`config.mk`:
```
export PLATFORM = sky130hd
export DESIGN_NAME = usb_ep0
export DESIGN_NICKNAME = d
export VERILOG_FILES = /design/src/usb_pkg.sv /design/src/usb_ep0.sv
export SDC_FILE = /design/constraint.sdc
export NUM_CORES = 1
export LEC_CHECK = 0
export ABC_AREA = 1
export BUFFER_PORTS_ARGS = -buffer_cell sky130_fd_sc_hd__buf_2
export CORE_ASPECT_RATIO = 1.1
export CORE_MARGIN = 4
export CORE_UTILIZATION = 40
export DETAILED_ROUTE_END_ITERATION = 6
export HOLD_SLACK_MARGIN = 0.08
export SLEW_MARGIN = 40
export SYNTH_ARGS = -nofsm -noshare
export SYNTH_HDL_FRONTEND = slang
export SYNTH_SLANG_ARGS = --single-unit
```
`constraint.sdc`:
```
create_clock -name phy_clk -period 2 [get_ports phy_clk]
set_input_delay 0.4 -clock phy_clk [delete_from_list [all_inputs] [get_ports phy_clk]]
set_output_delay 0.4 -clock phy_clk [all_outputs]
set_load 0.01 [all_outputs]
```
`src/usb_pkg.sv`:
```
// usb device protocol definitions
// endpoint numbers, request codes, transfer sizes and the device descriptor
package usb_pkg;

	//////////////////////////////////////////////////////////////////////
	// endpoints
	//////////////////////////////////////////////////////////////////////

	localparam logic [3:0] ep_ctrl     = 4'd0;
	localparam logic [3:0] ep_bulk_in  = 4'd1;
	localparam logic [3:0] ep_bulk_out = 4'd2;

	// owner of the packet layer buffer ports
	typedef enum logic [1:0] {
		sel_free,
		sel_ep0,
		sel_ep1,
		sel_ep2
	} ep_sel_t;

	//////////////////////////////////////////////////////////////////////
	// control transfers
	//////////////////////////////////////////////////////////////////////

	localparam logic [3:0] pid_setup = 4'b1101;

	// bRequest codes
	localparam logic [7:0] req_set_address    = 8'd5;
	localparam logic [7:0] req_get_descriptor = 8'd6;

	// descriptor type, high byte of wValue
	localparam logic [7:0] desc_device = 8'd1;

	// bytes in a setup packet
	localparam int setup_len = 8;

	//////////////////////////////////////////////////////////////////////
	// device descriptor
	//////////////////////////////////////////////////////////////////////

	localparam int dev_desc_len = 18;

	localparam logic [7:0] dev_desc [dev_desc_len] = '{
		8'h12, 8'h01,
		// usb 2.00
		8'h00, 8'h02,
		// class, subclass, protocol defined per interface
		8'h00, 8'h00, 8'h00,
		// ep0 max packet
		8'h40,
		// vendor and product id
		8'h34, 8'h12, 8'h78, 8'h56,
		// device release 1.00
		8'h00, 8'h01,
		// no string descriptors
		8'h00, 8'h00, 8'h00,
		// one configuration
		8'h01
	};

endpackage
```
`src/usb_ep0.sv`:
```
// control endpoint
// captures setup packets, answers GET_DESCRIPTOR for the device
// descriptor and holds the device address set by SET_ADDRESS
module usb_ep0 import usb_pkg::*; (
	input  logic       phy_clk,
	input  logic       reset_2,

	// transaction strobes, already steered to this endpoint
	input  logic       xfer_in,
	input  logic       xfer_out,
	input  logic       xfer_out_ok,
	input  logic [3:0] xfer_pid,
	output logic       xfer_ready,

	// host data
	input  logic [5:0] buf_in_addr,
	input  logic [7:0] buf_in_data,
	input  logic       buf_in_wren,

	// reply data
	input  logic [7:0] buf_out_addr,
	output logic [7:0] buf_out_q,
	output logic [6:0] buf_out_len,

	output logic [6:0] dev_addr
);

	logic [7:0]  setup_buf [setup_len];

	logic        xfer_in_1;
	logic        xfer_out_1;
	logic        xfer_out_ok_1;
	logic        in_rise;
	logic        in_fall;
	logic        out_rise;
	logic        ok_rise;

	logic        setup_wr;
	logic [3:0]  wr_len;
	logic [3:0]  wr_cnt;
	logic        is_setup;

	logic [7:0]  b_request;
	logic [15:0] w_value;
	logic [15:0] w_length;

	logic [6:0]  addr_pend;
	logic        addr_pend_vld;
	logic        addr_armed;

	assign in_rise  = xfer_in & ~xfer_in_1;
	assign in_fall  = ~xfer_in & xfer_in_1;
	assign out_rise = xfer_out & ~xfer_out_1;
	assign ok_rise  = xfer_out_ok & ~xfer_out_ok_1;

	// only setup bytes are kept, data stage writes are dropped
	assign setup_wr = buf_in_wren && xfer_in && (xfer_pid == pid_setup)
		&& (buf_in_addr < setup_len);
	assign wr_len   = buf_in_addr[3:0] + 4'd1;

	// request fields, little endian
	assign b_request = setup_buf[1];
	assign w_value   = {setup_buf[3], setup_buf[2]};
	assign w_length  = {setup_buf[7], setup_buf[6]};

	always_ff @(posedge phy_clk) begin
		if (setup_wr) begin
			setup_buf[buf_in_addr[2:0]] <= buf_in_data;
		end
	end

	//////////////////////////////////////////////////////////////////////
	// setup decode and address handling
	//////////////////////////////////////////////////////////////////////

	always_ff @(posedge phy_clk) begin
		if (!reset_2) begin
			xfer_in_1     <= 1'b0;
			xfer_out_1    <= 1'b0;
			xfer_out_ok_1 <= 1'b0;
			wr_cnt        <= '0;
			is_setup      <= 1'b0;
			xfer_ready    <= 1'b0;
			buf_out_len   <= '0;
			addr_pend     <= '0;
			addr_pend_vld <= 1'b0;
			addr_armed    <= 1'b0;
			dev_addr      <= '0;
		end else begin
			xfer_in_1     <= xfer_in;
			xfer_out_1    <= xfer_out;
			xfer_out_ok_1 <= xfer_out_ok;

			if (in_rise) begin
				xfer_ready <= 1'b0;
				is_setup   <= (xfer_pid == pid_setup);
				wr_cnt     <= setup_wr ? wr_len : '0;
			end else if (setup_wr && (wr_len > wr_cnt)) begin
				wr_cnt <= wr_len;
			end

			// complete setup packet, decode the request
			if (in_fall && is_setup && (wr_cnt == setup_len)) begin
				xfer_ready <= 1'b1;
				if ((b_request == req_get_descriptor) && (w_value[15:8] == desc_device)) begin
					buf_out_len <= (w_length < 16'(dev_desc_len)) ?
						w_length[6:0] : 7'(dev_desc_len);
				end else begin
					buf_out_len <= '0;
				end
				addr_pend     <= w_value[6:0];
				addr_pend_vld <= (b_request == req_set_address);
				addr_armed    <= 1'b0;
			end

			// the status stage is an IN, its ack commits the address
			if (out_rise && addr_pend_vld) begin
				addr_armed <= 1'b1;
			end
			if (ok_rise && addr_armed) begin
				dev_addr      <= addr_pend;
				addr_pend_vld <= 1'b0;
				addr_armed    <= 1'b0;
			end
		end
	end

	// descriptor bytes past the reply length read as zero
	always_ff @(posedge phy_clk) begin
		if (buf_out_addr < buf_out_len) begin
			buf_out_q <= dev_desc[buf_out_addr[4:0]];
		end else begin
			buf_out_q <= 8'h00;
		end
	end

	// packet layer never writes a setup packet longer than 8 bytes
	assert property (@(posedge phy_clk) disable iff (!reset_2)
		(xfer_in && buf_in_wren && (xfer_pid == pid_setup)) |-> (buf_in_addr < setup_len));

endmodule

```
==> out/summary.txt <==
Final setup vio count: 0
Max-slew violations: 0
Initial Util: 0.410
Nets: 445
R2R Path Start: buf_out_len[5]
First-pass GRT wire length: 10100 um
Layout Utilization: 0.490
Terminus of the critical flop-to-flop path: buf_out_q[3]
Fillers: 742
RSZ-0062 raised after global routing: no
Die area: 9580 um2
Period minus WS final: 1650 ps
CP endpoint kind: flop
Largest net degree at the start of global routing: 17
Rows: 34
Initial antenna violation count: 0
Max Clk Rate: 607 MHz
Hold path depth: 3
Syn. warnings: 0
Vias in the first global route: 2160
Syn_nets: 379
Core ar.: 7870 um2
#FFs+latches synth: 78
DRC Markers: 0
Worst Hold End: xfer_out_1
Setup Skew: 8.80 ps
Worst-path clk slew: 70 ps
Count of different cell masters after synthesis: 34
Root Buffer: clkbuf_8
Crit path DAT: 1880 ps
Min-delay src: xfer_out
CP Launch Type: primary input
PortBufs: 53
Post-DR wirelength/cell: 11.7 um
# IOs: 55
GP Congestion: 0.771
Ys flop type: edfxtp_1
Grt total ovfl: 0
Sequential fraction of the synthesis area: 0.604
Post-Syn Area: 3230 um2
Overall routing resource usage: 0.136
First-iteration detailed-routing DRC count: 75
Setup slack, reg-to-reg: 570 ps
Max cap viols: 0
Antenna Nets Post-Route: 0
Status: finished clean
CTS tree: done
Overall power: 3060 uW
Most frequent cells in the layout: nor2_1 (59), buf_2 (53), nand2_1 (50)
Gate count of the mapped netlist: 333
Syn-to-layout area delta: 19.5%
R2r worst-path depth: 6
Hold_buf cts: 0
Htree depth: 3
Fraction of layout cells with a size suffix above 1: 0.233
HPWL Detailed: 4520 um
Die Ht: 102 um
Drt pass-1 iters: 4
TNS Setup: 0 ps
Commonest non-fill, non-tap cell in the layout: nor2_1
Leak: 0.00168 uW
Critical Path RT: 2230 ps
Asr flop ratio synth: 0
EDFF count, synth: 39
Critical path fanouts, max: 8
Max rail drop VDD: 0.000288 V
Final Cycle Share: 0.824
Hold Path Class: primary input to flop
DR vias: 2303
Worst-Skew Late Latency: 340 ps
Longest Clk Path Bufs: 2
CTS-repair resized insts: 0
# Post-CTS Setup Buffers: 0
Vias/cell: 4.50
CTS Buf Count: 9
Power Density: 792 nW/um2
CTS Sinks: 78
Syn Area/Cell: 9.70 um2
Fin. Hold Viols: 0
Die Width: 93.7 um
Crit path kind: primary input to flop
Antenna cells: 0
Post-Route WL: 6010 um
[layer usage]
metal	track usage	routed length (um)
met1	0.172	2790
met2	0.216	2740
met3	0.0302	298
met4	0.0800	167
met5	0	0
[state kept, by name (all words and copies together) (netlist names)]
signal,flops
addr_pend_vld,1
setup_buf,39
xfer_out_ok_1,1
wr_cnt,4
is_setup,1
dev_addr,7
addr_pend,7
xfer_in_1,1
buf_out_len,7
xfer_ready,1
xfer_out_1,1
addr_armed,1
buf_out_q,7
[synth_stat cells, types with 3 or more instances]
library cell | count | area share
nor3_1 | 10 | 0.015
ha_1 | 14 | 0.054
dfxtp_1 | 39 | 0.24
a21oi_1 | 19 | 0.029
nor2_1 | 59 | 0.069
inv_1 | 36 | 0.042
nand3_1 | 13 | 0.020
nand2_1 | 50 | 0.058
nand2_2 | 3 | 0.0058
nor2_4 | 3 | 0.010
inv_2 | 7 | 0.0081
o21ai_1 | 4 | 0.0062
edfxtp_1 | 39 | 0.36
o21ai_0 | 12 | 0.019
[worst max-delay path, stage by stage]
cell and delay, ps:
buf_2 130, ha_1 200, xnor2_1 210, inv_1 60, ha_1 270, nand2_1 40
inv_1 70, nand2_1 60, nand2_1 90, nand3_4 120, a21oi_1 160, nor2_1 70
[power by group]
| part | switching [uW] | internal [uW] | leakage [uW] |
|---|---|---|---|
| clock | 538 | 628 | 0.000108 |
| combinational | 122 | 76.8 | 0.000905 |
| sequential | 4.74 | 1690 | 0.000667 |
[layout make-up]
class	count	area, um2	share of cell area
Inverter	43	161	0.0418
Tap cell	108	135	0.0350
Clock inverter	2	11.3	0.00292
Clock buffer	14	194	0.0503
Sequential cell	78	1950	0.506
Multi-Input combinational cell	207	1090	0.282
Timing Repair Buffer	60	318	0.0824
[logic make-up after synthesis]
family | share of synthesized area
XOR/XNOR | 0.00543
buffers and inverters | 0.0589
other | 0.00116
flip-flops | 0.604
AND/OR/NAND/NOR | 0.212
AO/OA/AOI/OAI | 0.0643
adder cells (fa/ha/maj) | 0.0542
[worst max-delay path by stage]
stage | startpoint | end | slack (ps) | cells after the start
6_report | buf_in_addr[0] | wr_cnt[2] | 350 | 12
5_1_grt | buf_in_addr[0] | wr_cnt[3] | 230 | 12
4_1_cts | buf_in_addr[0] | wr_cnt[3] | 380 | 12
3_5_place_dp | buf_in_addr[0] | wr_cnt[3] | 8 | 12
3_3_place_gp | buf_in_addr[0] | wr_cnt[2] | 90 | 12
2_1_floorplan | xfer_pid[2] | setup_buf[6][0] | 110 | 5
[per-stage QoR]
step                      hold slack, ps  worst slack [ps]  cell area [um2]  cells
after global routing                 247               233             3860    512
final                                255               352             3860    512
after detailed placement             468              8.17             3650    496
after global placement               452              89.5             3650    496
after CTS                            236               377             3860    512
after floorplan                      440               113             3230    333
No activity file was read; power rests on OpenSTA's default activity.
